File: src/source/mic1_settings.svh
`ifndef MIC1_SETTINGS_SVH
`define MIC1_SETTINGS_SVH

// Microinstruction and sequencer widths
`define MIR_W 36
`define UADDR_W 9

// Datapath width
`define WORD_W 32

// Main memory geometry, in 32-bit words
`define MEM_WORDS 256
`define MEM_AW 8

// SP after reset, as a word address
`define STACK_BASE 64

// Opcode 8'hff lands here and spins
`define HALT_UADDR 9'h0ff

`endif

File: src/source/mem_arbiter.sv
`timescale 1ns/100ps

`include "mic1_settings.svh"

module mem_arbiter (
    input  logic               clk,
    input  logic               resetn,

    input  logic               data_req,
    input  logic               data_we,
    input  logic [`MEM_AW-1:0] data_addr,
    input  logic [`WORD_W-1:0] data_wdata,
    output logic               data_ack,
    output logic [`WORD_W-1:0] data_rdata,

    input  logic               fetch_req,
    input  logic [`WORD_W-1:0] fetch_addr,
    output logic               fetch_ack,
    output logic [7:0]         fetch_byte,

    output logic               mem_en,
    output logic               mem_we,
    output logic [`MEM_AW-1:0] mem_addr,
    output logic [`WORD_W-1:0] mem_wdata,
    input  logic [`WORD_W-1:0] mem_rdata
);

    typedef enum logic [1:0] {
        ST_IDLE,
        ST_ACCESS,
        ST_HOLD
    } arb_state_t;

    arb_state_t         state;
    logic               last_fetch;
    logic               gnt_fetch;
    logic               pick_fetch;
    logic [`WORD_W-1:0] rdata_q;

    // Alternate when both wait, otherwise serve whoever asks
    assign pick_fetch = fetch_req && (!data_req || !last_fetch);

    // The access is issued straight out of idle
    assign mem_en    = (state == ST_IDLE) && (data_req || fetch_req);
    assign mem_we    = !pick_fetch && data_we;
    assign mem_addr  = pick_fetch ? fetch_addr[`MEM_AW+1:2] : data_addr;
    assign mem_wdata = data_wdata;

    assign data_rdata = rdata_q;

    // Little-endian byte lanes
    always_comb begin
        case (fetch_addr[1:0])
            2'd0:    fetch_byte = rdata_q[7:0];
            2'd1:    fetch_byte = rdata_q[15:8];
            2'd2:    fetch_byte = rdata_q[23:16];
            default: fetch_byte = rdata_q[31:24];
        endcase
    end

    always_ff @(posedge clk) begin
        if (!resetn) begin
            state      <= ST_IDLE;
            last_fetch <= 1'b1;
            gnt_fetch  <= 1'b0;
            data_ack   <= 1'b0;
            fetch_ack  <= 1'b0;
        end else begin
            case (state)
                ST_IDLE: begin
                    if (mem_en) begin
                        gnt_fetch  <= pick_fetch;
                        last_fetch <= pick_fetch;
                        state      <= ST_ACCESS;
                    end
                end
                ST_ACCESS: begin
                    rdata_q   <= mem_rdata;
                    data_ack  <= !gnt_fetch;
                    fetch_ack <= gnt_fetch;
                    state     <= ST_HOLD;
                end
                default: begin
                    if (gnt_fetch ? !fetch_req : !data_req) begin
                        data_ack  <= 1'b0;
                        fetch_ack <= 1'b0;
                        state     <= ST_IDLE;
                    end
                end
            endcase
        end
    end

endmodule

File: config.mk
export PLATFORM = sky130hd
export DESIGN_NAME = mem_arbiter
export DESIGN_NICKNAME = d
export VERILOG_FILES = /design/src/source/mem_arbiter.sv
export VERILOG_INCLUDE_DIRS = /design/src /design/src/source
export SDC_FILE = /design/constraint.sdc
export NUM_CORES = 1
export LEC_CHECK = 0
export BUFFER_PORTS_ARGS = -buffer_cell sky130_fd_sc_hd__buf_2
export CORE_ASPECT_RATIO = 0.6
export CORE_UTILIZATION = 35
export CTS_BUF_LIST = sky130_fd_sc_hd__clkbuf_4
export DETAILED_ROUTE_END_ITERATION = 10
export PLACE_DENSITY = 0.91
export SLEW_MARGIN = 40
export SYNTH_ARGS = -nofsm -noshare
export SYNTH_HDL_FRONTEND = slang
export SYNTH_SLANG_ARGS = --single-unit
File: constraint.sdc
create_clock -name clk -period 2.2 [get_ports clk]
set_clock_uncertainty 0.15 [all_clocks]
set_input_delay 0.22 -clock clk [delete_from_list [all_inputs] [get_ports clk]]
set_output_delay 0.22 -clock clk [all_outputs]
set_load 0.01 [all_outputs]
; Word-level counts from Yosys, hierarchy flattened
; Index checks and enable logic that the tools add are counted.
[classes]
eq_ne = 4
mux = 9
n_bitwise = 1
n_reduce_logical = 18
[ops]
columns = operator, count
row1 = $pmux 8 s3, 1
row2 = $mux 8, 1
row3 = $reduce_and 2->1, 4
row4 = $logic_not 1->1, 5
row5 = $eq 2x1->1 const B, 2
row6 = $logic_not 2->1, 2
row7 = $mux 2, 2
row8 = $pmux 1 s2, 2
row9 = $pmux 2 s2, 1
row10 = $logic_and 1x1->1, 3
row11 = $reduce_bool 3->1, 1
row12 = $eq 2x2->1 const B, 1
row13 = $logic_or 1x1->1, 2
row14 = $mux 1, 2
row15 = $ne 2x2->1 const B, 1
row16 = $reduce_bool 2->1, 1
row17 = $not 1->1, 1
[totals]
register_bits = 38
output_inout_bits = 84

; Logic depth before layout (Yosys ltp)
[depth]
depth_word = 5
ltp_mapped = 3
ltp_nobuf = 3

; Worst setup path after synthesis
; OpenSTA, ideal clock, no wires.
[synth_timing]
kind = flip-flop to flip-flop
startpoint = register state[1]
endpoint = register rdata_q[0] (netlist: data_rdata[0]) (enable)
setup_time_ns = 0.393
t_arrival_ns = 1.298
required_time_ns = 1.657
slack_ns = 0.360
path_stages_with_launch = 3
n_path_buf = 0
cell_sequence = dfxtp_1 > nor2b_1 > and2_1
[synth_via]
elab_chain_len = 2
[synth_rtl]
columns = element, line
row1 = "start, declared", mem_arbiter.sv:34  ; arb_state_t state;
row2 = "start signal, assigned", mem_arbiter.sv:63  ; state <= ST_IDLE;
row3 = "start signal, assigned", mem_arbiter.sv:74  ; state <= ST_ACCESS;
row4 = "start signal, assigned", mem_arbiter.sv:81  ; state <= ST_HOLD;
row5 = $eq 2x1->1, mem_arbiter.sv:69  ; case (state)
row6 = $reduce_and 2->1 (no line), --
row7 = "end signal, assigned", mem_arbiter.sv:78  ; rdata_q <= mem_rdata;
row8 = "end, declared", mem_arbiter.sv:38  ; logic [`WORD_W-1:0] rdata_q;
; Every way passes these cells.
; A chain may end at the register's enable or synchronous reset.

; Worst setup path after layout
[layout_timing]
startpoint = register last_fetch
endpoint = output port mem_addr[7]
[layout_via]
elab_chain_len = 4
[layout_rtl]
columns = element, line
row1 = "start, declared", mem_arbiter.sv:35  ; logic last_fetch;
row2 = "start signal, assigned", mem_arbiter.sv:73  ; last_fetch <= pick_fetch;
row3 = $logic_not 1->1, mem_arbiter.sv:41  ; assign pick_fetch = fetch_req && (!data_req || !last_fetch);
row4 = $logic_or 1x1->1, mem_arbiter.sv:41
row5 = $logic_and 1x1->1, mem_arbiter.sv:41
row6 = $mux 8, mem_arbiter.sv:46  ; assign mem_addr = pick_fetch ? fetch_addr[`MEM_AW+1:2] : data_addr;
row7 = "end, declared", mem_arbiter.sv:23  ; output logic [`MEM_AW-1:0] mem_addr,
; Every way passes these cells.

==> impl_results.html <==
<table>
<tr><th>Metric</th><th>Value</th></tr>
<tr><th colspan="2">Logic synthesis</th></tr>
<tr><td>Share of synthesized area occupied by flip-flops and latches</td><td>61.3%</td></tr>
<tr><td>Area fraction of the dominant cell type after synthesis</td><td>54.5%</td></tr>
<tr><td>Total of warnings raised by yosys</td><td>0</td></tr>
<tr><td>Synth area leaders</td><td>sky130_fd_sc_hd__edfxtp_1 (54%), sky130_fd_sc_hd__buf_4 (14%), sky130_fd_sc_hd__mux4_2 (10%)</td></tr>
<tr><td>Synth Register Bits</td><td>38</td></tr>
<tr><td>Net Count, Synth</td><td>219</td></tr>
<tr><td>Post-synth design cell area</td><td>0.00176 mm²</td></tr>
<tr><td>Largest area contributor in the netlist</td><td>sky130_fd_sc_hd__edfxtp_1</td></tr>
<tr><td>Most numerous cell types in the synthesized netlist</td><td>sky130_fd_sc_hd__buf_4 (33), sky130_fd_sc_hd__edfxtp_1 (32), sky130_fd_sc_hd__mux2_2 (9)</td></tr>
<tr><td>Count of flip-flops with a built-in enable after synthesis</td><td>32</td></tr>
<tr><td>Cell with the most instances after synthesis</td><td>sky130_fd_sc_hd__buf_4</td></tr>
<tr><td>Async set or reset register ratio after synthesis</td><td>0%</td></tr>
<tr><td>Distinct cell type count of the synthesized netlist</td><td>21</td></tr>
<tr><td>Dominant synthesized flop cell</td><td>sky130_fd_sc_hd__edfxtp_1</td></tr>
<tr><td>Instance count of the mapped netlist</td><td>110</td></tr>
<tr><td>Post-synthesis area per instance</td><td>16.0 µm²</td></tr>
<tr><th colspan="2">Routing</th></tr>
<tr><td>Drt drc</td><td>0</td></tr>
<tr><td>Starting DRT DRC Count</td><td>39</td></tr>
<tr><td>Vias/cell</td><td>4.54</td></tr>
<tr><td>Post-DRT Antenna Nets</td><td>0</td></tr>
<tr><td>Detailed-routing iteration count for the pre-antenna-repair pass</td><td>3</td></tr>
<tr><td>Detailed-route wire length per cell</td><td>13.3 µm</td></tr>
<tr><td>Via count</td><td>1303</td></tr>
<tr><td>Overall routed net length</td><td>3830 µm</td></tr>
<tr><th colspan="2">Layout</th></tr>
<tr><td>Number of cells in the finished layout apart from fillers</td><td>287</td></tr>
<tr><td>Syn-to-layout area delta</td><td>42.4%</td></tr>
<tr><td>Final Net Count</td><td>332</td></tr>
<tr><td>Fill cell instance count of the final layout</td><td>425</td></tr>
<tr><td>Antenna diode count</td><td>0</td></tr>
<tr><td>Layout cell share with drive strength beyond 1</td><td>60.3%</td></tr>
<tr><td>Final core area utilization</td><td>53.4%</td></tr>
<tr><th colspan="2">Global route</th></tr>
<tr><td>Wire length of the first global-routing pass</td><td>5820 µm</td></tr>
<tr><td>Total routing resource utilization after global routing</td><td>14.6%</td></tr>
<tr><td>Largest net degree at the start of global routing</td><td>33</td></tr>
<tr><td>Total overflow reported by the global router</td><td>0</td></tr>
<tr><td>Antenna violations before repair</td><td>0</td></tr>
<tr><td>Via count of the first global-routing pass</td><td>1254</td></tr>
<tr><th colspan="2">Pwr</th></tr>
<tr><td>Pwr/cell area</td><td>588 mW/mm²</td></tr>
<tr><td>Lkg Pwr</td><td>1.08 nW</td></tr>
<tr><td>Worst supply voltage drop on vdd</td><td>0.000250 V</td></tr>
<tr><td>Internal power</td><td>1.11 mW</td></tr>
<tr><td>Logic pwr share</td><td>19.5%</td></tr>
<tr><td>Clk network pwr share</td><td>23.0%</td></tr>
<tr><td>Total power</td><td>1.48 mW</td></tr>
<tr><td>Sequential fraction of design power</td><td>57.5%</td></tr>
<tr><td>NetSw</td><td>366 µW</td></tr>
<tr><td>Switching part of the total power</td><td>24.8%</td></tr>
<tr><th colspan="2">Floorplanning</th></tr>
<tr><td>Vert. Die Dim</td><td>57.0 µm</td></tr>
<tr><td>Die outline area</td><td>0.00534 mm²</td></tr>
<tr><td>I/O pin cnt</td><td>193</td></tr>
<tr><td>Effective utilization at floorplan</td><td>37.5%</td></tr>
<tr><td># rows</td><td>19</td></tr>
<tr><td>Die width</td><td>93.7 µm</td></tr>
<tr><td>Core region area</td><td>0.00471 mm²</td></tr>
<tr><th colspan="2">Critical path</th></tr>
<tr><td>Required @ worst endpoint</td><td>1.83 ns</td></tr>
<tr><td>Maximum fanout encountered on the critical timing path</td><td>10</td></tr>
<tr><td>CP Launch Type</td><td>flip-flop</td></tr>
<tr><td>Crit-path cells</td><td>a21boi_4 &gt; mux2_2 &gt; buf_2</td></tr>
<tr><td>Worst path arrival time</td><td>1.50 ns</td></tr>
<tr><td>Category of cells accounting for the largest share of critical-path delay</td><td>multiplexers</td></tr>
<tr><td>Start-to-end type of the worst setup path</td><td>reg -&gt; out</td></tr>
<tr><td>Slowest CP cell</td><td>sky130_fd_sc_hd__mux2_2</td></tr>
<tr><td>Crit-path max cell delay</td><td>0.37 ns</td></tr>
<tr><td>Critical path capture point type</td><td>primary output</td></tr>
<tr><td>Combined buffer and inverter count along the critical path</td><td>1</td></tr>
<tr><th colspan="2">Placed design</th></tr>
<tr><td>Final weighted congestion of routability-driven global placement</td><td>0.687</td></tr>
<tr><td>Detailed placer's ending HPWL</td><td>2680 µm</td></tr>
<tr><td>Total of buffers placed on input and output ports</td><td>106</td></tr>
<tr><td>Number of placed instances with taps included</td><td>246</td></tr>
<tr><th colspan="2">STA</th></tr>
<tr><td>Setup_tns</td><td>0 ns</td></tr>
<tr><td>Tightest slew margin relative to the limit</td><td>74.0%</td></tr>
<tr><td>Final worst path period need</td><td>1.87 ns</td></tr>
<tr><td>Worst-Margin Slew</td><td>0.390 ns</td></tr>
<tr><td>Fmax achieved</td><td>535 MHz</td></tr>
<tr><td>Max-slew violation total from the final report</td><td>0</td></tr>
<tr><td>Setup repair after global routing missed its margin</td><td>false</td></tr>
<tr><td>Fin crit share</td><td>85.0%</td></tr>
<tr><td>Final setup violation count</td><td>0</td></tr>
<tr><td>Hold Fails Final Rpt</td><td>0</td></tr>
<tr><th colspan="2">CTS</th></tr>
<tr><td>CTS H-Tree Depth</td><td>2</td></tr>
<tr><td>Max Buffers Root-to-Sink</td><td>2</td></tr>
<tr><td>Clock tree sinks</td><td>38</td></tr>
<tr><td>Clock insertion delay at the later pin of the skew report</td><td>0.33 ns</td></tr>
<tr><td>CTS tree</td><td>yes</td></tr>
<tr><td>Cell chosen for the clock root</td><td>sky130_fd_sc_hd__clkbuf_4</td></tr>
<tr><td>CTS buffer count</td><td>5</td></tr>
<tr><td>Clock transition at the register clock pins on the worst setup and hold paths after CTS</td><td>0.10 ns</td></tr>
<tr><th colspan="2">Min path</th></tr>
<tr><td>Worst min-delay path category</td><td>in -&gt; reg</td></tr>
<tr><th colspan="2">Run status</th></tr>
<tr><td>Outcome</td><td>complete, no violations</td></tr>
<tr><th colspan="2">Job</th></tr>
<tr><td>Number of max-cap violations</td><td>0</td></tr>
</table>
[power groups by stage]
stage	clock network, mW	logic [mW]	registers, mW
2_1_floorplan	0	0.173	0.879
3_3_place_gp	0	0.240	0.864
3_5_place_dp	0	0.246	0.865
4_1_cts	0.362	0.292	0.849
5_1_grt	0.398	0.315	0.855
6_report	0.339	0.289	0.850
[flip-flops by register name (all words and copies together), names as in the netlist]
register    flops
data_rdata     32
state           2
data_ack        1
fetch_ack       1
gnt_fetch       1
last_fetch      1
[logic make-up after synthesis]
| group | count (synthesis) | share of synthesized area, % |
|---|---|---|
| buf+inv | 35 | 14.5 |
| compound gates | 9 | 4.33 |
| mux | 19 | 17.1 |
| flops | 38 | 61.3 |
| simple gates | 9 | 2.77 |
[metrics by stage]
| step | area, µm² | worst slack (ns) | hold WS [ns] |
|---|---|---|---|
| CTS | 2510 | 0.293 | 0.0493 |
| detailed placement | 2130 | 0.554 | 0.248 |
| finish | 2510 | 0.330 | 0.0703 |
| global placement | 2130 | 0.562 | 0.247 |
| floorplan | 1760 | 0.360 | 0.146 |
| global route | 2510 | 0.199 | 0.0727 |
[placed cells by master (no fill, tap or decap), drive strengths merged]
master | synthesis | layout
mux4 | 8 | 8
a22o | 3 | 3
or2 | 1 | 1
buf | 34 | 107
inv | 1 | 1
mux2i | 2 | 2
edfxtp | 32 | 32
and2 | 1 | 1
dfxtp | 6 | 6
a21oi | 2 | 2
a31o | 1 | 1
a21boi | 1 | 1
and2b | 1 | 1
clkinv | 0 | 2
nor2b | 1 | 1
mux2 | 9 | 9
clkinvlp | 0 | 1
o21ai | 1 | 1
nor2 | 2 | 2
clkbuf | 0 | 5
o21a | 1 | 1
nand2 | 2 | 2
and3 | 1 | 1
dlygate4sd3 | 0 | 33
[path summary, 6_finish.rpt]
check | depth (start not counted) | from | slack, ns | to
worst max-delay path | 3 | last_fetch$_SDFFE_PN1P_ | 0.33 | mem_addr[7]
worst min register to register | 1 | fetch_ack$_SDFFE_PN0P_ | 0.37 | fetch_ack$_SDFFE_PN0P_
worst min-delay path | 3 | fetch_req | 0.07 | last_fetch$_SDFFE_PN1P_
worst max register to register | 3 | state[1]$_SDFFE_PN0P_ | 0.64 | data_rdata[5]$_DFFE_PP_
[worst register-to-register path, delay by kind of cell, from the launching register on]
family / cells / cell delay, ns
AND/OR/NAND/NOR: 2 / 0.37
buffers and inverters: 1 / 0.36
flip-flops: 1 / 0.34
[routing by layer]
| metal | up-vias | track usage, % | part of all wire [%] |
|---|---|---|---|
| li1 | 604 | - | - |
| met1 | 610 | 15.9 | 38 |
| met2 | 78 | 25.5 | 50 |
| met3 | 11 | 6.27 | 10 |
| met4 | 0 | 5.49 | 1.5 |
| met5 | - | 0 | 0 |
[timing repair]
action	4_1_cts	5_1_grt
buffers inserted	0	0
hold endpoints to repair	33	0
resized for setup	0	0
hold buffers	33	0
[layout make-up]
cell class	instances	area, µm²	share of cell area [%]
clock buffer	5	37.5	1.49
tap	63	78.8	3.14
clock inverter	3	16.3	0.647
inverter	1	3.75	0.149
sequential	38	1080	43.0
timing repair buffer	140	868	34.6
multi-input combinational	37	427	17.0
Note: power is estimated with default switching activity, not from simulation.
