===== config.mk =====
export PLATFORM = sky130hd
export DESIGN_NAME = mic1_core
export DESIGN_NICKNAME = d
export VERILOG_FILES = /design/src/source/mic1_pkg.sv /design/src/source/mic1_alu.sv /design/src/source/mic1_core.sv
export VERILOG_INCLUDE_DIRS = /design/src /design/src/source
export SDC_FILE = /design/constraint.sdc
export NUM_CORES = 1
export LEC_CHECK = 0
export ABC_AREA = 1
export BUFFER_PORTS_ARGS = -buffer_cell sky130_fd_sc_hd__buf_4
export CORE_MARGIN = 4
export CORE_UTILIZATION = 40
export DETAILED_ROUTE_END_ITERATION = 7
export SYNTH_ARGS = -nofsm -noshare
export SYNTH_HDL_FRONTEND = slang
export SYNTH_SLANG_ARGS = --single-unit

===== constraint.sdc =====
create_clock -name clk -period 3.39 [get_ports clk]
set_input_delay 0.1695 -clock clk [delete_from_list [all_inputs] [get_ports clk]]
set_output_delay 0.1695 -clock clk [all_outputs]
set_load 0.02 [all_outputs]

===== src/source/mic1_settings.svh =====
`ifndef MIC1_SETTINGS_SVH
`define MIC1_SETTINGS_SVH

// Microinstruction and sequencer widths
`define MIR_W 36
`define UADDR_W 9

// Datapath width
`define WORD_W 32

// Main memory geometry, in 32-bit words
`define MEM_WORDS 256
`define MEM_AW 8

// SP after reset, as a word address
`define STACK_BASE 64

// Opcode 8'hff lands here and spins
`define HALT_UADDR 9'h0ff

`endif


===== src/source/mic1_pkg.sv =====
package mic1_pkg;

`include "mic1_settings.svh"

    // B bus sources
    typedef enum logic [3:0] {
        mdr  = 4'd0,
        pc   = 4'd1,
        mbr  = 4'd2,
        mbru = 4'd3,
        sp   = 4'd4,
        lv   = 4'd5,
        cpp  = 4'd6,
        tos  = 4'd7,
        opc  = 4'd8
    } b_sel_t;

    // Bit positions within the C write mask
    typedef enum int {
        C_MAR = 0,
        C_MDR = 1,
        C_PC  = 2,
        C_SP  = 3,
        C_LV  = 4,
        C_CPP = 5,
        C_TOS = 6,
        C_OPC = 7,
        C_H   = 8
    } c_bit_e;

    typedef struct packed {
        logic write;
        logic read;
        logic fetch;
    } mem_ctrl_t;

    typedef struct packed {
        logic jmpc;
        logic jamn;
        logic jamz;
    } jump_ctrl_t;

    typedef struct packed {
        logic [`UADDR_W-1:0] next_addr;
        jump_ctrl_t          jump;
        logic [1:0]          shift;
        logic [5:0]          alu;
        logic [8:0]          c_mask;
        mem_ctrl_t           mem;
        b_sel_t              b_sel;
    } micro_instr_t;

    // F0 F1 function select
    typedef enum logic [1:0] {
        a_and_b  = 2'b00,
        a_or_b   = 2'b01,
        not_b    = 2'b10,
        a_plus_b = 2'b11
    } alu_fn_t;

    // ALU control words, F0 F1 ENA ENB INVA INC
    localparam logic [5:0] ALU_B         = 6'b010100;
    localparam logic [5:0] ALU_B_PLUS_1  = 6'b110101;
    localparam logic [5:0] ALU_B_MINUS_1 = 6'b110110;
    localparam logic [5:0] ALU_A_PLUS_B  = 6'b111100;
    localparam logic [5:0] ALU_B_MINUS_A = 6'b111111;
    localparam logic [5:0] ALU_A_AND_B   = 6'b001100;
    localparam logic [5:0] ALU_A_OR_B    = 6'b011100;

    // Shifter control
    localparam logic [1:0] SHIFT_NONE = 2'b00;
    localparam logic [1:0] SHIFT_SRA1 = 2'b01;
    localparam logic [1:0] SHIFT_SLL8 = 2'b10;

endpackage


===== src/source/mic1_alu.sv =====
`timescale 1ns/100ps

`include "mic1_settings.svh"

module mic1_alu import mic1_pkg::*; (
    input  logic [5:0]         alu_ctrl,
    input  logic [1:0]         shift_ctrl,
    input  logic [`WORD_W-1:0] a,
    input  logic [`WORD_W-1:0] b,
    output logic [`WORD_W-1:0] c,
    output logic               n,
    output logic               z
);

    logic [`WORD_W-1:0] a_in;
    logic [`WORD_W-1:0] b_in;
    logic [`WORD_W-1:0] result;

    // ENA, ENB and INVA shape the operands
    always_comb begin
        a_in = alu_ctrl[3] ? a : '0;
        if (alu_ctrl[1]) begin
            a_in = ~a_in;
        end
        b_in = alu_ctrl[2] ? b : '0;
    end

    always_comb begin
        case (alu_fn_t'(alu_ctrl[5:4]))
            a_and_b:  result = a_in & b_in;
            a_or_b:   result = a_in | b_in;
            not_b:    result = ~b_in;
            default:  result = a_in + b_in + {{(`WORD_W-1){1'b0}}, alu_ctrl[0]};
        endcase
    end

    // Flags come from the unshifted result
    assign n = result[`WORD_W-1];
    assign z = (result == '0);

    always_comb begin
        case (shift_ctrl)
            SHIFT_SLL8: c = result << 8;
            SHIFT_SRA1: c = $signed(result) >>> 1;
            default:    c = result;
        endcase
    end

endmodule


===== src/source/mic1_core.sv =====
`timescale 1ns/100ps

`include "mic1_settings.svh"

module mic1_core import mic1_pkg::*; (
    input  logic                clk,
    input  logic                resetn,

    output logic [`UADDR_W-1:0] upc,
    input  micro_instr_t        mir,

    output logic                data_req,
    output logic                data_we,
    output logic [`MEM_AW-1:0]  data_addr,
    output logic [`WORD_W-1:0]  data_wdata,
    input  logic                data_ack,
    input  logic [`WORD_W-1:0]  data_rdata,

    output logic                fetch_req,
    output logic [`WORD_W-1:0]  fetch_addr,
    input  logic                fetch_ack,
    input  logic [7:0]          fetch_byte,

    output logic [`WORD_W-1:0]  tos,
    output logic                halted
);

    logic [`WORD_W-1:0] mar_q, mdr_q, pc_q, sp_q, lv_q, cpp_q, opc_q, h_q;
    logic [7:0]         mbr_q;
    logic [`WORD_W-1:0] b_bus;
    logic [`WORD_W-1:0] c_bus;
    logic               alu_n, alu_z;
    logic               n_q, z_q;
    logic               busy;
    logic               flag_n, flag_z;
    logic               jam;
    logic               ports_done;
    logic [`UADDR_W-1:0] next_upc;

    mic1_alu alu_i (
        .alu_ctrl   (mir.alu),
        .shift_ctrl (mir.shift),
        .a          (h_q),
        .b          (b_bus),
        .c          (c_bus),
        .n          (alu_n),
        .z          (alu_z)
    );

    // The tos port hides the imported B select value of the same name
    always_comb begin
        case (mir.b_sel)
            mdr:           b_bus = mdr_q;
            pc:            b_bus = pc_q;
            mbr:           b_bus = {{(`WORD_W-8){mbr_q[7]}}, mbr_q};
            mbru:          b_bus = {{(`WORD_W-8){1'b0}}, mbr_q};
            sp:            b_bus = sp_q;
            lv:            b_bus = lv_q;
            cpp:           b_bus = cpp_q;
            mic1_pkg::tos: b_bus = tos;
            opc:           b_bus = opc_q;
            default:       b_bus = '0;
        endcase
    end

    // Flags captured at issue stand in for the stale live ones after a stall
    assign flag_n = busy ? n_q : alu_n;
    assign flag_z = busy ? z_q : alu_z;
    assign jam    = (mir.jump.jamn & flag_n) | (mir.jump.jamz & flag_z);

    always_comb begin
        if (mir.jump.jmpc) begin
            next_upc = mir.next_addr | {1'b0, mbr_q};
        end else begin
            next_upc = {mir.next_addr[8] | jam, mir.next_addr[7:0]};
        end
    end

    // A port is finished once both req and ack are low again
    assign ports_done = !data_req && !data_ack && !fetch_req && !fetch_ack;

    assign data_addr  = mar_q[`MEM_AW-1:0];
    assign data_wdata = mdr_q;
    assign fetch_addr = pc_q;

    always_ff @(posedge clk) begin
        if (!resetn) begin
            mar_q     <= '0;
            mdr_q     <= '0;
            pc_q      <= '1;
            sp_q      <= `WORD_W'(`STACK_BASE);
            lv_q      <= '0;
            cpp_q     <= '0;
            tos       <= '0;
            opc_q     <= '0;
            h_q       <= '0;
            mbr_q     <= '0;
            n_q       <= 1'b0;
            z_q       <= 1'b0;
            busy      <= 1'b0;
            data_req  <= 1'b0;
            data_we   <= 1'b0;
            fetch_req <= 1'b0;
            upc       <= '0;
            halted    <= 1'b0;
        end else begin
            if (!busy) begin
                if (mir.c_mask[C_MAR]) mar_q <= c_bus;
                if (mir.c_mask[C_MDR]) mdr_q <= c_bus;
                if (mir.c_mask[C_PC])  pc_q  <= c_bus;
                if (mir.c_mask[C_SP])  sp_q  <= c_bus;
                if (mir.c_mask[C_LV])  lv_q  <= c_bus;
                if (mir.c_mask[C_CPP]) cpp_q <= c_bus;
                if (mir.c_mask[C_TOS]) tos   <= c_bus;
                if (mir.c_mask[C_OPC]) opc_q <= c_bus;
                if (mir.c_mask[C_H])   h_q   <= c_bus;
                n_q <= alu_n;
                z_q <= alu_z;
                if (|mir.mem) begin
                    // Requests go out the cycle after MAR and PC settle
                    busy      <= 1'b1;
                    data_req  <= mir.mem.read | mir.mem.write;
                    data_we   <= mir.mem.write;
                    fetch_req <= mir.mem.fetch;
                end else begin
                    upc <= next_upc;
                end
            end else begin
                if (data_req && data_ack) begin
                    data_req <= 1'b0;
                    if (!data_we) begin
                        mdr_q <= data_rdata;
                    end
                end
                if (fetch_req && fetch_ack) begin
                    fetch_req <= 1'b0;
                    mbr_q     <= fetch_byte;
                end
                if (ports_done) begin
                    busy <= 1'b0;
                    upc  <= next_upc;
                end
            end
            if (upc == `HALT_UADDR) begin
                halted <= 1'b1;
            end
        end
    end

endmodule


# Word-level counts from Yosys, hierarchy flattened
# Index checks and enable logic that the tools add are counted.
# W data, S select, Z words.
word_totals:
  mem_bits_rw: 0
  input_bits: 80
  memories: 0
  latchBits: 0
  elab_cells: 103
  ff_bits: 288
  romBits: 0
  output_inout_bits: 117
classes:
  n_shift: 0
  add_sub_neg: 2
  div: 0
  n_eq_ne: 18
  n_bitwise: 11
  n_mul: 0
  magnitude_cmp: 0
  mux: 25
  n_reduce_logical: 29
ops:
  columns: ["operator", "n"]
  rows:
  - ["$pmux W32 S9", 1]
  - ["$mux W32", 7]
  - ["$pmux W32 S3", 1]
  - ["$not A32 Y32", 2]
  - ["$pmux W32 S2", 1]
  - ["$mux W9", 4]
  - ["$add A32 B1 Y32", 1]
  - ["$add A32 B32 Y32", 1]
  - ["$and A32 B32 Y32", 1]
  - ["$logic_not A32 Y1", 1]
  - ["$or A32 B32 Y32", 1]
  - ["$reduce_and A2 Y1", 13]
  - ["$eq A4 B3 Y1 const B", 4]
  - ["$mux W1", 11]
  - ["$eq A9 B8 Y1 const B", 1]
  - ["$or A9 B8 Y9", 1]
  - ["$eq A4 B2 Y1 const B", 2]
  - ["$ne A2 B1 Y1 const B", 3]
  - ["$logic_and A1 B1 Y1", 5]
  - ["$eq A2 B1 Y1 const B", 2]
  - ["$eq A2 B2 Y1 const B", 2]
  - ["$eq A4 B1 Y1 const B", 1]
  - ["$eq A4 B4 Y1 const B", 1]
  - ["$logic_not A1 Y1", 4]
  - ["other kinds (9)", 14]

# Depth between registers and ports, before layout
logic_depth:
  depth_word: 14
  mapped_depth: 35
  depth_no_buf: 33

# By module
# A second synthesis with hierarchy kept.
hier_totals:
  cells_unflattened: 2825
  hier_area_um2: 17435.5
modules_own_cells:
  columns: ["mod", "cells_per_inst", "instances", "area_each_um2", "seq_area_each_um2"]
  rows:
  - ["mic1_core", 1830, 1, 12348.1, 5765.5]
  - ["mic1_alu", 995, 1, 5087.4, 0.0]

# Least setup slack after synthesis
# No wires, ideal clock.
synth_timing:
  path_kind: "in2reg"
  start: "input mir[17] (netlist name)"
  end: "register mdr_q[23] (netlist: data_wdata[23])"
  required_time_ns: 3.258
  setup_slack_ns: 0.006
  cell_stages: 22
  t_arrival_ns: 3.252
  setup_ns: 0.132
  n_path_buf: 2
  cell_sequence: "clkbuf_1 > buf_1 > xor2_1 > fa_1 > inv_1 > fa_1 > nand3_1 > nand3_1 > nand2_1 > nand3_1 > nand2_1 > nand2_1 > nand2_1 > nand2_1 > nand2_1 > nand2_1 > a21oi_1 > o221ai_1 > inv_1 > nand2_1 > o211ai_1 > a21oi_1"
synth_between:
  elab_chain_len: 7
  elab_cells_between_ends: 9
  cone_classes: "add/sub: 2; mux: 5; bitwise: 2"
synth_rtl:
  columns: ["item", "line_no", "text"]
  rows:
  - ["from (decl)", "mic1_core.sv:10", "input micro_instr_t mir,"]
  - ["$mux W32 (*)", "mic1_alu.sv:22", "if (alu_ctrl[1]) begin"]
  - ["$add A32 B32 Y32", "mic1_alu.sv:33", "default: result = a_in + b_in + {{(`WORD_W-1){1'b0}}, alu_ctrl[0]};"]
  - ["$add A32 B1 Y32", "mic1_alu.sv:33", null]
  - ["$pmux W32 S3 (*)", "mic1_alu.sv:29", "case (alu_fn_t'(alu_ctrl[5:4]))"]
  - ["$pmux W32 S2 (*)", "mic1_alu.sv:42", "case (shift_ctrl)"]
  - ["$mux W32 (*)", "mic1_core.sv:109", "if (mir.c_mask[C_MDR]) mdr_q <= c_bus;"]
  - ["$mux W32 (*)", "mic1_core.sv:107", "if (!busy) begin"]
  - ["to (signal assigned)", "mic1_core.sv:109", null]
  - ["to (signal assigned)", "mic1_core.sv:132", "mdr_q <= data_rdata;"]
  - ["to (decl)", "mic1_core.sv:28", "logic [`WORD_W-1:0] mar_q, mdr_q, pc_q, sp_q, lv_q, cpp_q, opc_q, h_q;"]
# Every way passes the cells marked *; elsewhere a longest branch is shown, timed or not. The select of a mux whose other input is x is not followed.
# A chain may end at the register's enable or synchronous reset.

# Worst setup path after layout
layout_timing:
  start: "register mbr_q[7]"
  end: "register upc[8]"
layout_between:
  elab_chain_len: 13
  elab_cells_between_ends: 19
  cone_classes: "add/sub: 2; mux: 9; bitwise: 7; reduce/logical: 1"
layout_rtl:
  columns: ["item", "line_no", "text"]
  rows:
  - ["from (decl)", "mic1_core.sv:29", "logic [7:0] mbr_q;"]
  - ["from (signal assigned)", "mic1_core.sv:137", "mbr_q <= fetch_byte;"]
  - ["$pmux W32 S9 (*)", "mic1_core.sv:52", "case (mir.b_sel)"]
  - ["$mux W32 (*)", "mic1_alu.sv:25", "b_in = alu_ctrl[2] ? b : '0;"]
  - ["$add A32 B32 Y32", "mic1_alu.sv:33", null]
  - ["$add A32 B1 Y32", "mic1_alu.sv:33", null]
  - ["$pmux W32 S3 (*)", "mic1_alu.sv:29", null]
  - ["$logic_not A32 Y1", "mic1_alu.sv:39", "assign z = (result == '0);"]
  - ["$mux W1", null, null]
  - ["$and A1 B1 Y1", "mic1_core.sv:69", "assign jam = (mir.jump.jamn & flag_n) | (mir.jump.jamz & flag_z);"]
  - ["$or A1 B1 Y1 (*)", "mic1_core.sv:69", null]
  - ["$or A1 B1 Y1 (*)", "mic1_core.sv:75", "next_upc = {mir.next_addr[8] | jam, mir.next_addr[7:0]};"]
  - ["$mux W9 (*)", "mic1_core.sv:72", "if (mir.jump.jmpc) begin"]
  - ["$mux W9, on equally long branches", "mic1_core.sv:119, mic1_core.sv:139", null]
  - ["$mux W9 (*)", "mic1_core.sv:107", null]
  - ["to (signal assigned)", "mic1_core.sv:126", "upc <= next_upc;"]
  - ["to (signal assigned)", "mic1_core.sv:141", "upc <= next_upc;"]
  - ["to (decl)", "mic1_core.sv:9", "output logic [`UADDR_W-1:0] upc,"]
# Marks and branches as above.

==> impl_metrics.toml <==
[layout]
fin_nets = 3554
final_area_sq_um = 26300
n_antenna_cell = 0
drive_gt1_share_pct = 33.1
ff_latch_area_sq_um = 5770
multi_input_area_sq_um = 11200
n_fill_cell = 4014
synthToLayoutAreaGrowth_pct = 50.6

[worst_hold_path]
min-delay-start = "data_rdata[24]"
min_path_type = "in2reg"
min_to = "data_wdata[24]"
holdPathStages = 3

[synth]
synthTopCellsByArea = "dfxtp_1 (33%), nand2_1 (15%), o21ai_0 (8.5%)"
avgSynthCellArea_sq_um = 6.25
synth_common_cells = "nand2_1 (677), inv_1 (373), o21ai_0 (297)"
synth_area_sq_um = 17400
syn_inst = 2788
synth_seq_cells = 288
syn_nets = 2936
yosys.cell_types.count = 40
synthFlopType = "dfxtp_1"
synth_edf_count = 0
synth_async_sr_flop_share_pct = 0
yosysWarnings = 0
yosysSeqAreaShare_pct = 33.1
yosysMostFrequentCell = "nand2_1"
synth_top_area_share_pct = 33.1
synth_top_area_cell = "dfxtp_1"

[floorplan]
die_h_microns = 217
pin_count = 197
start_util_pct = 40.5
rows = 76
core_sq_um = 43100
die_area_sq_um = 47000
die_width_microns = 217

[global_routing]
grt_pass1_wl_microns = 115000
track_usage_pct = 30.9
grt_pass1_vias = 20000
grt_max_degree = 122
antenna_found_initial = 1
grt-ovfl-total = 0

[clock_network]
cts_tree = "yes"
clock_sinks = 288
cts_buffers = 29
htreeDepth = 1
cts_buffer_depth = 3
clkTransAtPathRegs_ns = 0.06
clock_latency_ns = 0.56
clockRootBuffer = "clkbuf_16"

[critical_path]
worstSetupPathType = "reg2reg"
worstPathArrival_ns = 3.93
cpPeakStageDelay_ns = 0.34
path_common_cell = "nand2_1"
r2r_cells = 29
cp_num_buf_inv = 4
r2r-end = "upc[8]"
slowest_stage = "dfxtp_2"
path_delay_family = "simple AND/OR/NAND/NOR gates"
endpoint_kind = "flip-flop"
cp.required_ns = 3.89
cp_max_fo = 8
ff2ff_setup_slack_ns = -0.04
critPathLaunchType = "flip-flop"
r2r-start = "mbr_q[7]"

[sta]
period_minus_slack_ns = 3.43
fin_crit_sh_pct = 101
skew_ns = 0.00943
hold_slack_ns = 0.00898
fmax_mhz = 291
finalSetupViolations = 13
finalMaxSlewViolations = 0
slew_headroom_pct = 20.7
rsz0062_at_grt = "true"
worst_pin_slew_ns = 1.19
setup_slack_ns = -0.0436
hold_viol = 0

[routing]
wirelength_microns = 77000
first_pass_iters = 7
vias_per_cell = 5.26
drtAntennaViolNets = 0
wl_per_cell_microns = 19.2
dr_total_vias = 21100
initialDrtViolationCount = 1856
drc = 0

[run]
cap_violations = 0

[placement]
gp_congestion = 0.938
hpwl_microns = 56000
place_area_sq_um = 22600
place_ws_ns = -0.763
io_buffer_count = 196

[status]
status = "finished with violations"
failed_checks = "negative setup slack"

[power_and_ir_drop]
p_int_w = 0.00740
p_switching_w = 0.00388
p_comb_share_pct = 34.5
powerDensity_nw_per_um2 = 429
vdd_drop_max_v = 0.000443
clockPowerShare_pct = 30.9
leakage_nw = 13.2
swShare_pct = 34.4
pwr-share-seq_pct = 34.6
[how the worst max path moves through the flow]
stage | startpoint | to | slack [ns] | cells after the start
after global routing | mbr_q[7] | upc[8] | -0.21 | 29
final | mbr_q[7] | upc[8] | -0.04 | 29
after detailed placement | mir[1] | data_wdata[30] | -0.76 | 30
after CTS | mbr_q[7] | data_wdata[25] | -0.05 | 23
after floorplan | mir[17] | data_wdata[23] | 0.006 | 22
after global placement | mir[1] | fetch_addr[20] | -0.81 | 28
[worst min-delay path, stage by stage]
cell	delay [ns]
buf_4	0.08
a21oi_1	0.12
a21oi_2	0.16
[registers in the layout (all words and copies together), names as in the netlist]
signal      flops
fetch_addr     32
mar_q           8
h_q            32
n_q             1
z_q             1
data_req        1
sp_q           32
opc_q          32
lv_q           32
halted          1
tos            32
cpp_q          32
mbr_q           8
busy            1
data_we         1
fetch_req       1
upc             9
data_wdata     32
[layout make-up]
type                       instances  area share [%]
clock inverter                    13           0.739
sequential                       288            22.0
multi-input combinational       1966            42.6
inverter                         386            5.57
tap                              585            2.79
clock buffer                      39            3.14
timing repair buffer             735            23.2
[stage by stage]
stage	util [%]	total power [W]	instances	TNS, ns
after floorplan	-	0.00549	2788	0
after global routing	61.0	0.0117	4012	-10.94
after CTS	58.2	0.0109	3987	-0.130
final	61.0	0.0113	4012	-0.226
after detailed placement	52.4	0.00720	3863	-120.14
after global placement	52.4	0.00717	3863	-123.32
[metal layers]
layer	track usage [%]	wire length, microns	share of wire [%]
met1	42.5	33200	43
met3	4.08	6010	7.8
met4	8.24	2170	2.8
met2	51.4	35600	46
met5	0	0	0
[repair_timing]
action                                  4_1_cts  5_1_grt
gates resized for setup                     197      344
hold buffers                                 53        1
pin swaps                                    53      118
setup buffers                                18       27
hold endpoints to repair                     47        1
cloned                                        1        1
endpoints found under the setup margin      193      212
[kinds of logic after synthesis]
kind of cell | synth area share (%)
adder cells (fa/ha/maj) | 4.97
flip-flops | 33.1
AO/OA/AOI/OAI | 20.3
XOR/XNOR | 1.71
buffers and inverters | 12.0
AND/OR/NAND/NOR | 27.9
[cell usage in the layout, fill, tap and decap left out, drive strengths merged, types with 2 or more instances in the layout]
cell type	instances
nand2	682
buf	681
inv	380
o21ai	307
nor2	301
a21oi	289
dfxtp	288
nand3	166
ha	66
dlygate4sd3	53
clkbuf	40
xor2	34
o22ai	26
o211ai	22
nand4	17
clkinv	14
or2	11
o221ai	9
a211oi	8
nand3b	7
nor3	7
bufinv	5
o21bai	2
a31oi	2
a221oi	2
and3	2
nor4	2
fa	2
[power by group through the flow]
stage                     combinational [W]  clock, W  sequential (W)
after floorplan                     0.00141         0         0.00408
after global placement              0.00321         0         0.00396
after detailed placement            0.00324         0         0.00396
after CTS                           0.00350   0.00350         0.00389
after global routing                0.00416   0.00364         0.00393
final                               0.00388   0.00349         0.00390
Note: power is estimated with default switching activity, not from simulation.
