### src/source/mic1_settings.svh
`ifndef MIC1_SETTINGS_SVH
`define MIC1_SETTINGS_SVH

// Microinstruction and sequencer widths
`define MIR_W 36
`define UADDR_W 9

// Datapath width
`define WORD_W 32

// Main memory geometry, in 32-bit words
`define MEM_WORDS 256
`define MEM_AW 8

// SP after reset, as a word address
`define STACK_BASE 64

// Opcode 8'hff lands here and spins
`define HALT_UADDR 9'h0ff

`endif

### src/source/mic1_pkg.sv
package mic1_pkg;

`include "mic1_settings.svh"

    // B bus sources
    typedef enum logic [3:0] {
        mdr  = 4'd0,
        pc   = 4'd1,
        mbr  = 4'd2,
        mbru = 4'd3,
        sp   = 4'd4,
        lv   = 4'd5,
        cpp  = 4'd6,
        tos  = 4'd7,
        opc  = 4'd8
    } b_sel_t;

    // Bit positions within the C write mask
    typedef enum int {
        C_MAR = 0,
        C_MDR = 1,
        C_PC  = 2,
        C_SP  = 3,
        C_LV  = 4,
        C_CPP = 5,
        C_TOS = 6,
        C_OPC = 7,
        C_H   = 8
    } c_bit_e;

    typedef struct packed {
        logic write;
        logic read;
        logic fetch;
    } mem_ctrl_t;

    typedef struct packed {
        logic jmpc;
        logic jamn;
        logic jamz;
    } jump_ctrl_t;

    typedef struct packed {
        logic [`UADDR_W-1:0] next_addr;
        jump_ctrl_t          jump;
        logic [1:0]          shift;
        logic [5:0]          alu;
        logic [8:0]          c_mask;
        mem_ctrl_t           mem;
        b_sel_t              b_sel;
    } micro_instr_t;

    // F0 F1 function select
    typedef enum logic [1:0] {
        a_and_b  = 2'b00,
        a_or_b   = 2'b01,
        not_b    = 2'b10,
        a_plus_b = 2'b11
    } alu_fn_t;

    // ALU control words, F0 F1 ENA ENB INVA INC
    localparam logic [5:0] ALU_B         = 6'b010100;
    localparam logic [5:0] ALU_B_PLUS_1  = 6'b110101;
    localparam logic [5:0] ALU_B_MINUS_1 = 6'b110110;
    localparam logic [5:0] ALU_A_PLUS_B  = 6'b111100;
    localparam logic [5:0] ALU_B_MINUS_A = 6'b111111;
    localparam logic [5:0] ALU_A_AND_B   = 6'b001100;
    localparam logic [5:0] ALU_A_OR_B    = 6'b011100;

    // Shifter control
    localparam logic [1:0] SHIFT_NONE = 2'b00;
    localparam logic [1:0] SHIFT_SRA1 = 2'b01;
    localparam logic [1:0] SHIFT_SLL8 = 2'b10;

endpackage

### src/source/mic1_control_store.sv
`timescale 1ns/100ps

`include "mic1_settings.svh"

module mic1_control_store import mic1_pkg::*; (
    input  logic [`UADDR_W-1:0] upc,
    output micro_instr_t        mir
);

    localparam logic [8:0] CM_NONE = 9'b0;

    function automatic micro_instr_t uop(
        input logic [8:0] next_addr,
        input logic [2:0] jump,
        input logic [1:0] shift,
        input logic [5:0] alu,
        input logic [8:0] c_mask,
        input logic [2:0] mem,
        input b_sel_t     b_sel
    );
        micro_instr_t w;
        w.next_addr = next_addr;
        w.jump      = jump_ctrl_t'(jump);
        w.shift     = shift;
        w.alu       = alu;
        w.c_mask    = c_mask;
        w.mem       = mem_ctrl_t'(mem);
        w.b_sel     = b_sel;
        return w;
    endfunction

    function automatic logic [8:0] cm(input c_bit_e bit_a, input c_bit_e bit_b);
        logic [8:0] m;
        m = '0;
        m[bit_a] = 1'b1;
        m[bit_b] = 1'b1;
        return m;
    endfunction

    // Mem field is write/read/fetch, jump field is jmpc/jamn/jamz
    always_comb begin
        case (upc)
            // Main1, PC ends up on the opcode it dispatches
            9'h000: mir = uop(9'h000, 3'b100, SHIFT_NONE, ALU_B_PLUS_1, cm(C_PC, C_PC), 3'b001, pc);
            // BIPUSH
            9'h010: mir = uop(9'h020, 3'b000, SHIFT_NONE, ALU_B_PLUS_1, cm(C_SP, C_MAR), 3'b000, sp);
            9'h020: mir = uop(9'h021, 3'b000, SHIFT_NONE, ALU_B_PLUS_1, cm(C_PC, C_PC), 3'b001, pc);
            9'h021: mir = uop(9'h000, 3'b000, SHIFT_NONE, ALU_B, cm(C_MDR, C_TOS), 3'b100, mbr);
            // POP
            9'h057: mir = uop(9'h02b, 3'b000, SHIFT_NONE, ALU_B_MINUS_1, cm(C_SP, C_MAR), 3'b010, sp);
            9'h02b: mir = uop(9'h000, 3'b000, SHIFT_NONE, ALU_B, cm(C_TOS, C_TOS), 3'b000, mdr);
            // DUP
            9'h059: mir = uop(9'h02a, 3'b000, SHIFT_NONE, ALU_B_PLUS_1, cm(C_SP, C_MAR), 3'b000, sp);
            9'h02a: mir = uop(9'h000, 3'b000, SHIFT_NONE, ALU_B, cm(C_MDR, C_MDR), 3'b100, tos);
            // IADD
            9'h060: mir = uop(9'h022, 3'b000, SHIFT_NONE, ALU_B_MINUS_1, cm(C_SP, C_MAR), 3'b010, sp);
            9'h022: mir = uop(9'h023, 3'b000, SHIFT_NONE, ALU_B, cm(C_H, C_H), 3'b000, tos);
            9'h023: mir = uop(9'h000, 3'b000, SHIFT_NONE, ALU_A_PLUS_B, cm(C_MDR, C_TOS), 3'b100, mdr);
            // ISUB, second operand minus top
            9'h064: mir = uop(9'h024, 3'b000, SHIFT_NONE, ALU_B_MINUS_1, cm(C_SP, C_MAR), 3'b010, sp);
            9'h024: mir = uop(9'h025, 3'b000, SHIFT_NONE, ALU_B, cm(C_H, C_H), 3'b000, tos);
            9'h025: mir = uop(9'h000, 3'b000, SHIFT_NONE, ALU_B_MINUS_A, cm(C_MDR, C_TOS), 3'b100, mdr);
            // IAND
            9'h07e: mir = uop(9'h026, 3'b000, SHIFT_NONE, ALU_B_MINUS_1, cm(C_SP, C_MAR), 3'b010, sp);
            9'h026: mir = uop(9'h027, 3'b000, SHIFT_NONE, ALU_B, cm(C_H, C_H), 3'b000, tos);
            9'h027: mir = uop(9'h000, 3'b000, SHIFT_NONE, ALU_A_AND_B, cm(C_MDR, C_TOS), 3'b100, mdr);
            // IOR
            9'h080: mir = uop(9'h028, 3'b000, SHIFT_NONE, ALU_B_MINUS_1, cm(C_SP, C_MAR), 3'b010, sp);
            9'h028: mir = uop(9'h029, 3'b000, SHIFT_NONE, ALU_B, cm(C_H, C_H), 3'b000, tos);
            9'h029: mir = uop(9'h000, 3'b000, SHIFT_NONE, ALU_A_OR_B, cm(C_MDR, C_TOS), 3'b100, mdr);
            // IFEQ pops into TOS, tests the old top in OPC
            9'h099: mir = uop(9'h032, 3'b000, SHIFT_NONE, ALU_B_MINUS_1, cm(C_SP, C_MAR), 3'b010, sp);
            9'h032: mir = uop(9'h033, 3'b000, SHIFT_NONE, ALU_B, cm(C_OPC, C_OPC), 3'b000, tos);
            9'h033: mir = uop(9'h034, 3'b000, SHIFT_NONE, ALU_B, cm(C_TOS, C_TOS), 3'b000, mdr);
            9'h034: mir = uop(9'h035, 3'b001, SHIFT_NONE, ALU_B, CM_NONE, 3'b000, opc);
            // Not taken, step over the two offset bytes
            9'h035: mir = uop(9'h036, 3'b000, SHIFT_NONE, ALU_B_PLUS_1, cm(C_PC, C_PC), 3'b000, pc);
            9'h036: mir = uop(9'h000, 3'b000, SHIFT_NONE, ALU_B_PLUS_1, cm(C_PC, C_PC), 3'b000, pc);
            // Taken joins the GOTO path
            9'h135: mir = uop(9'h02c, 3'b000, SHIFT_NONE, ALU_B_MINUS_1, cm(C_OPC, C_OPC), 3'b000, pc);
            // GOTO, OPC is one below the opcode so Main1 lands on the target
            9'h0a7: mir = uop(9'h02c, 3'b000, SHIFT_NONE, ALU_B_MINUS_1, cm(C_OPC, C_OPC), 3'b000, pc);
            9'h02c: mir = uop(9'h02d, 3'b000, SHIFT_NONE, ALU_B_PLUS_1, cm(C_PC, C_PC), 3'b001, pc);
            9'h02d: mir = uop(9'h02e, 3'b000, SHIFT_SLL8, ALU_B, cm(C_H, C_H), 3'b000, mbr);
            9'h02e: mir = uop(9'h02f, 3'b000, SHIFT_NONE, ALU_B_PLUS_1, cm(C_PC, C_PC), 3'b001, pc);
            9'h02f: mir = uop(9'h030, 3'b000, SHIFT_NONE, ALU_A_OR_B, cm(C_H, C_H), 3'b000, mbru);
            9'h030: mir = uop(9'h000, 3'b000, SHIFT_NONE, ALU_A_PLUS_B, cm(C_PC, C_PC), 3'b000, opc);
            // HALT spins in place
            `HALT_UADDR: mir = uop(`HALT_UADDR, 3'b000, SHIFT_NONE, ALU_B, CM_NONE, 3'b000, tos);
            default: mir = uop(9'h000, 3'b000, SHIFT_NONE, ALU_B, CM_NONE, 3'b000, tos);
        endcase
    end

endmodule

### config.mk
export PLATFORM = sky130hd
export DESIGN_NAME = mic1_control_store
export DESIGN_NICKNAME = d
export VERILOG_FILES = /design/src/source/mic1_pkg.sv /design/src/source/mic1_control_store.sv
export VERILOG_INCLUDE_DIRS = /design/src /design/src/source
export SDC_FILE = /design/constraint.sdc
export NUM_CORES = 1
export LEC_CHECK = 0
export BUFFER_PORTS_ARGS = -buffer_cell sky130_fd_sc_hd__buf_4
export CAP_MARGIN = 20
export CORE_AREA = 2 2 57 43
export DETAILED_ROUTE_END_ITERATION = 10
export DIE_AREA = 0 0 59 45
export GPL_TIMING_DRIVEN = 0
export PLACE_DENSITY_LB_ADDON = 0.05
export SYNTH_ARGS = -nofsm -noshare
export SYNTH_HDL_FRONTEND = slang
export SYNTH_SLANG_ARGS = --single-unit
### constraint.sdc
create_clock -name vclk -period 4.6
set_clock_uncertainty 0.05 [all_clocks]
set_input_delay 1.15 -clock vclk [all_inputs]
set_output_delay 1.15 -clock vclk [all_outputs]
set_load 0.1 [all_outputs]
## After elaboration in Yosys (flattened, before gate mapping)

Cells that the tools add are included.

- Output and inout bits: 36
- Bits in registers: 0
- Input bits: 9

- Reduce and logical (&&, ||, !) cells: 2
- Muxes and demuxes: 1
- Eq/ne operators: 33

Operators with widths:

| kind | count |
|---|---|
| $pmux 35 s33 | 1 |
| $eq 9x6->1 const B | 22 |
| $eq 9x7->1 const B | 5 |
| $eq 9x8->1 const B | 4 |
| $eq 9x5->1 const B | 1 |
| $eq 9x9->1 const B | 1 |
| $logic_not 9->1 | 1 |
| $reduce_or 2->1 | 1 |

## Longest topological paths before layout

Gate-level depths: netlist of run 1.

- Word-level depth: 3
- Depth in mapped cells: 8
- Depth with buffers taken out: 6

## Least setup slack after synthesis of run 1

OpenSTA, ideal clock, no wires.

- Path kind: input -> output
- Start point: in upc[6]
- End point: out mir[1] (netlist bit)
- Arrival time: 4875 ps
- Setup slack: -1475 ps
- Required time: 3400 ps
- Stages: 6
- Cells stage by stage: clkbuf_1 and4b_1 nand4_1 nor2_1 or4b_4 o21ai_0

RTL lines:

| element | line | text |
|---|---|---|
| start, declared | mic1_control_store.sv:6 | `` input logic [`UADDR_W-1:0] upc, `` |
| end, declared | mic1_control_store.sv:7 | `output micro_instr_t mir` |

==> results of run 1 <==
[stage by stage]
stage	instances	utilization [%]	cell area [sq um]
2_1_floorplan	197	-	1240
3_5_place_dp	258	74.9	1550
4_1_cts	258	74.9	1550
3_3_place_gp	258	74.9	1550
6_report	258	74.9	1550
5_1_grt	258	74.9	1550
[layer usage]
| layer | track usage [%] | vias up | wire, um |
|---|---|---|---|
| met4 | 12.7 | 0 | 146 |
| met5 | 0 | - | 0 |
| met3 | 10.3 | 23 | 788 |
| met1 | 48.0 | 788 | 1790 |
| li1 | - | 800 | - |
| met2 | 54.9 | 170 | 2020 |
[synth_stat cells (2+ instances only)]
library cell and instances:
nor2_1 22, o21ai_0 18, nand2_1 15, nand3_1 12, clkbuf_1 10, nor3_1 10, a21oi_1 9, buf_4 9
buf_2 6, inv_1 6, nand4_1 6, o2111ai_1 6, a31oi_1 5, nor2b_1 5, o211ai_1 5, and2_1 4
nor3b_1 3, nor4bb_1 3, a221oi_1 2, a32oi_1 2, and3_1 2, and3b_1 2, conb_1 2, nor4_1 2
o22ai_1 2, or4b_4 2, xnor2_1 2
[power groups by stage]
stage	clock network, uW	registers [uW]	logic (uW)
after CTS	0	0	140
after global placement	0	0	138
after global routing	0	0	151
after floorplan	0	0	112
final	0	0	145
after detailed placement	0	0	140
[worst max path at each step]
stage | start | endpoint | slack, ps | depth (start not counted)
final | upc[6] | mir[32] | 10 | 8
after global routing | upc[6] | mir[28] | -20 | 8
after CTS | upc[6] | mir[32] | 200 | 8
after detailed placement | upc[6] | mir[32] | 210 | 8
after global placement | upc[6] | mir[32] | 240 | 8
after floorplan | upc[3] | mir[0] | -670 | 8
[cell families after synthesis]
kind of cell / count (synthesis) / synth area share [%]
buf+inv: 34 / 15.5
other cells: 2 / 0.660
simple gates: 100 / 51.0
xor+xnor: 2 / 1.54
compound gates: 55 / 31.2
[cells in the final DEF (no fill, tap or decap), types with 2 or more instances in the layout]
master	Yosys	routed
a31oi_1	5	5
buf_4	9	47
nor2_2	0	2
nand4_1	6	6
clkbuf_1	10	6
o21ai_2	0	2
clkbuf_2	0	4
nor4bb_1	3	3
nor2_1	22	19
nand3_1	12	12
nor4_1	2	2
o2111ai_1	6	5
nor2b_1	5	5
a21oi_1	9	9
o21ai_0	18	13
nor3_1	10	8
nor3b_1	3	3
or4b_4	2	2
nor3_2	1	3
a32oi_1	2	2
o211ai_1	5	5
inv_1	6	4
buf_6	1	3
o21ai_1	0	3
nand2_1	15	15
conb_1	2	6
and3_1	2	2
and2_1	4	4
xnor2_1	2	2
a221oi_1	2	2
buf_2	6	2
[repair_timing]
item / in CTS / in global routing
resized for setup: 0 / 0
endpoints found under the setup margin: 0 / 5
hold buffers: 0 / 0
[layout make-up]
class                      instances  share of cell area [%]
buffer                            27                    11.6
inverter                           7                    2.10
multi-input combinational        163                    66.4
tap                               24                    1.94
timing repair buffer              37                    17.9
==> results.sh, run 1 <==
export IMPL_max_stage_delay_ps=570
export IMPL_gr_total_overflow=0
export IMPL_cap_violations=0
export IMPL_path_cells="buf_4, clkbuf_1, nor3_2, nand2_1, o21ai_0, nand2_1, nand4_1, buf_4"
export IMPL_die_h_um=45
export IMPL_clockPowerShare_pct=0
export IMPL_fillers=185
export IMPL_dr_pass1_iters=5
export IMPL_ys_top_cells_by_area="o21ai_0 7.9%, nor2_1 7.3%, buf_4 5.9%"
export IMPL_power_uw=145
export IMPL_startpoint_type="input port"
export IMPL_period_share_pct=99.7
export IMPL_grt_pass1_vias=1554
export IMPL_period_minus_slack_ps=4590
export IMPL_yosysTopAreaCell="o21ai_0"
export IMPL_dpl_hpwl_um=3660
export IMPL_syn2layout_area_growth_pct=36.1
export IMPL_finalMaxSlewViolations=0
export IMPL_slew_headroom_pct=53.8
export IMPL_pwr_share_comb_pct=100.0
export IMPL_rsz0062_at_grt="yes"
export IMPL_seqCellArea_sq_um=0
export IMPL_required_ps=3400
export IMPL_placementRows=14
export IMPL_multi_input_area_sq_um=1030
export IMPL_drive_gt1_share_pct=32.9
export IMPL_slowest_stage="nor3_2"
export IMPL_yosys_area_top_type_share_pct=7.92
export IMPL_synth_cells=193
export IMPL_grt_first_pass_wirelength_um=7350
export IMPL_clockBufferCount=0
export IMPL_antenna_found_initial=0
export IMPL_crit_buf_inv=3
export IMPL_critPathMaxFanout=10
export IMPL_outcome="finished clean"
export IMPL_p_leak_uw=0.000649
export IMPL_initial_core_util_pct=55.0
export IMPL_wl_per_cell_um=18.4
export IMPL_ys_warnings_count=0
export IMPL_hold_end="mir[13]"
export IMPL_routed_wirelength_um=4740
export IMPL_grt_max_degree=11
export IMPL_critPathTopFamily="simple AND/OR/NAND/NOR gates"
export IMPL_design_seq_count=0
export IMPL_pre_cts_slack_ps=208
export IMPL_worst_slack_ps=13.3
export IMPL_die_x_um=59
export IMPL_worstSetupPathType="in2out"
export IMPL_ioPinCount=45
export IMPL_fin_tns_setup_ps=0
export IMPL_seq_area_frac_synth_pct=0
export IMPL_synthesis_area_sq_um=1140
export IMPL_hold_path_class="in2out"
export IMPL_io_buffer_count=37
export IMPL_clock_fmax_ghz=0.218
export IMPL_grt_util_all_layers_pct=35.8
export IMPL_whs_path_depth=4
export IMPL_critPathCaptureType="primary output"
export IMPL_switching_share_pct=74.6
export IMPL_power_density_nw_per_um2=93.8
export IMPL_syn_avg_cell_area_sq_um=5.89
export IMPL_route_detailed_drc=0
export IMPL_coreArea_sq_um=2070
export IMPL_setup_viol=0
export IMPL_power_frac_seq_pct=0
export IMPL_cp_arrival_ps=3390
export IMPL_hold_violations=0
export IMPL_hold_start="upc[6]"
export IMPL_vias_per_cell=6.90
export IMPL_nets=245
export IMPL_antenna_left=0
export IMPL_tightest_slew_ps=690
export IMPL_vias=1781
export IMPL_p_switching_uw=108
export IMPL_holdWs_ps=2780
export IMPL_diodes=0
export IMPL_ys_types=48
export IMPL_dr_first_iter_drc_count=128
export IMPL_die_area_sq_um=2660
export IMPL_internal_power_uw=36.8
export IMPL_gp_congestion=1.02
export IMPL_ir_worst_vdd_mv=0.0751
export IMPL_postCtsSetupBuffers=0
No activity file was read; power rests on OpenSTA's default activity.
==> inputs of run 2 (changes only) <==
--- a/config.mk
+++ b/config.mk
@@ -8,9 +8,11 @@
 export LEC_CHECK = 0
 export BUFFER_PORTS_ARGS = -buffer_cell sky130_fd_sc_hd__buf_4
 export CAP_MARGIN = 20
-export CORE_AREA = 2 2 57 43
+export CELL_PAD_IN_SITES_DETAIL_PLACEMENT = 2
+export CELL_PAD_IN_SITES_GLOBAL_PLACEMENT = 2
+export CORE_AREA = 2 2 81 60
 export DETAILED_ROUTE_END_ITERATION = 10
-export DIE_AREA = 0 0 59 45
+export DIE_AREA = 0 0 83 62
 export GPL_TIMING_DRIVEN = 0
 export PLACE_DENSITY_LB_ADDON = 0.05
 export SYNTH_ARGS = -nofsm -noshare
==> run 2 against run 1 <==
Combinational power grew 3%. Clock-buffer cell count is the same. Sequential cell count is the same. Critical endpoint is now mir[0].
==> results.sh, run 2 (synthesis gave the netlist of run 1 again) <==
export IMPL_outcome="finished clean"
export IMPL_routed_wirelength_um=6080
export IMPL_ioPinCount=45
export IMPL_nets=245
export IMPL_required_ps=3400
export IMPL_placementRows=21
export IMPL_critPathMaxFanout=10
export IMPL_cp_arrival_ps=3180
export IMPL_cts_resized=1
export IMPL_fin_tns_setup_ps=0
export IMPL_postCtsHoldBufs=0
export IMPL_dr_pass1_iters=4
export IMPL_initial_core_util_pct=25.3
export IMPL_grt_util_all_layers_pct=24.2
export IMPL_gp_congestion=0.866
export IMPL_seqCellArea_sq_um=0
export IMPL_antenna_found_initial=0
export IMPL_fillers=552
export IMPL_setup_viol=0
export IMPL_critPathCaptureType="primary output"
export IMPL_final_common_cell="buf_4"
export IMPL_worstSetupPathType="in2out"
export IMPL_slowest_stage="or4b_4"
export IMPL_clock_fmax_ghz=0.228
export IMPL_wl_per_cell_um=20.9
export IMPL_hold_path_class="in2out"
export IMPL_p_leak_uw=0.000663
export IMPL_startpoint_type="input port"
export IMPL_grt_max_degree=11
export IMPL_clockBufferCount=0
export IMPL_grt_first_pass_wirelength_um=9830
export IMPL_design_seq_count=0
export IMPL_route_detailed_drc=0
export IMPL_vias=1741
export IMPL_hold_start="upc[6]"
export IMPL_dr_first_iter_drc_count=111
export IMPL_coreArea_sq_um=4490
export IMPL_antenna_left=0
export IMPL_worst_slack_ps=215
export IMPL_syn2layout_area_growth_pct=41.3
export IMPL_finalMaxSlewViolations=0
export IMPL_utilization_pct=35.8
export IMPL_period_share_pct=95.3
export IMPL_slew_headroom_pct=51.9
export IMPL_path_cells="buf_2, nor4bb_1, o2111ai_1, nand4_2, or4b_4, o211ai_1, buf_4"
export IMPL_crit_start="upc[7]"
export IMPL_die_area_sq_um=5150
export IMPL_layout_common_cells="47 x buf_4, 19 x nor2_1, 15 x nand2_1, 12 x nand3_1, 12 x o21ai_0"
export IMPL_die_h_um=62
export IMPL_tightest_slew_ps=715
export IMPL_grt_pass1_vias=1765
export IMPL_diodes=0
export IMPL_ir_worst_vdd_mv=0.0496
export IMPL_gr_total_overflow=0
export IMPL_postCtsSetupBuffers=0
export IMPL_power_density_nw_per_um2=93.5
export IMPL_dpl_hpwl_um=4880
export IMPL_rsz0062_at_grt="no"
export IMPL_drive_gt1_share_pct=33.8
export IMPL_die_x_um=83
export IMPL_vias_per_cell=5.98
export IMPL_pre_cts_slack_ps=-14.4
export IMPL_max_stage_delay_ps=530
export IMPL_period_minus_slack_ps=4380
export IMPL_io_buffer_count=37
export IMPL_cap_violations=0
export IMPL_hold_violations=0
[run 2: worst max-delay path: cells and delay by family]
kind / cells / cell delay (ps)
AND/OR/NAND/NOR: 3 / 850
AO/OA/AOI/OAI: 2 / 670
buffers and inverters: 2 / 500
[run 2: worst paths after layout]
check             endpoint  slack [ps]  cells after the start
setup / recovery    mir[0]         220                      7
hold / removal     mir[13]        2800                      4
[run 2: per-layer routing]
layer	global-route usage [%]	wire length [um]	up-vias
met1	33.4	2840	871
met2	43.1	2800	64
met4	3.51	54	0
met3	2.25	380	4
li1	-	-	802
met5	0	0	-
[run 2: power breakdown]
group          internal [uW]  switching, uW  leakage [uW]
combinational           37.6            113      0.000663
clock                      0              0             0
sequential                 0              0             0
[run 2: area by class of cell]
type               count  area (sq um)  share of cell area, %
plain buffers         27           183                   11.4
inverters              7          32.5                   2.02
multi-input cells    163          1040                   64.9
well taps             57          71.3                   4.44
repair buffers        37           278                   17.3
[run 2: metrics by stage]
step / area [sq um] / cells / hold WS, ps / power [uW]
6_report: 1610 / 291 / 2800 / 150
5_1_grt: 1610 / 291 / 2810 / 159
4_1_cts: 1600 / 291 / 2790 / 148
3_5_place_dp: 1590 / 291 / 2790 / 146
3_3_place_gp: 1590 / 291 / 2780 / 143
2_1_floorplan: 1240 / 197 / 2580 / 112
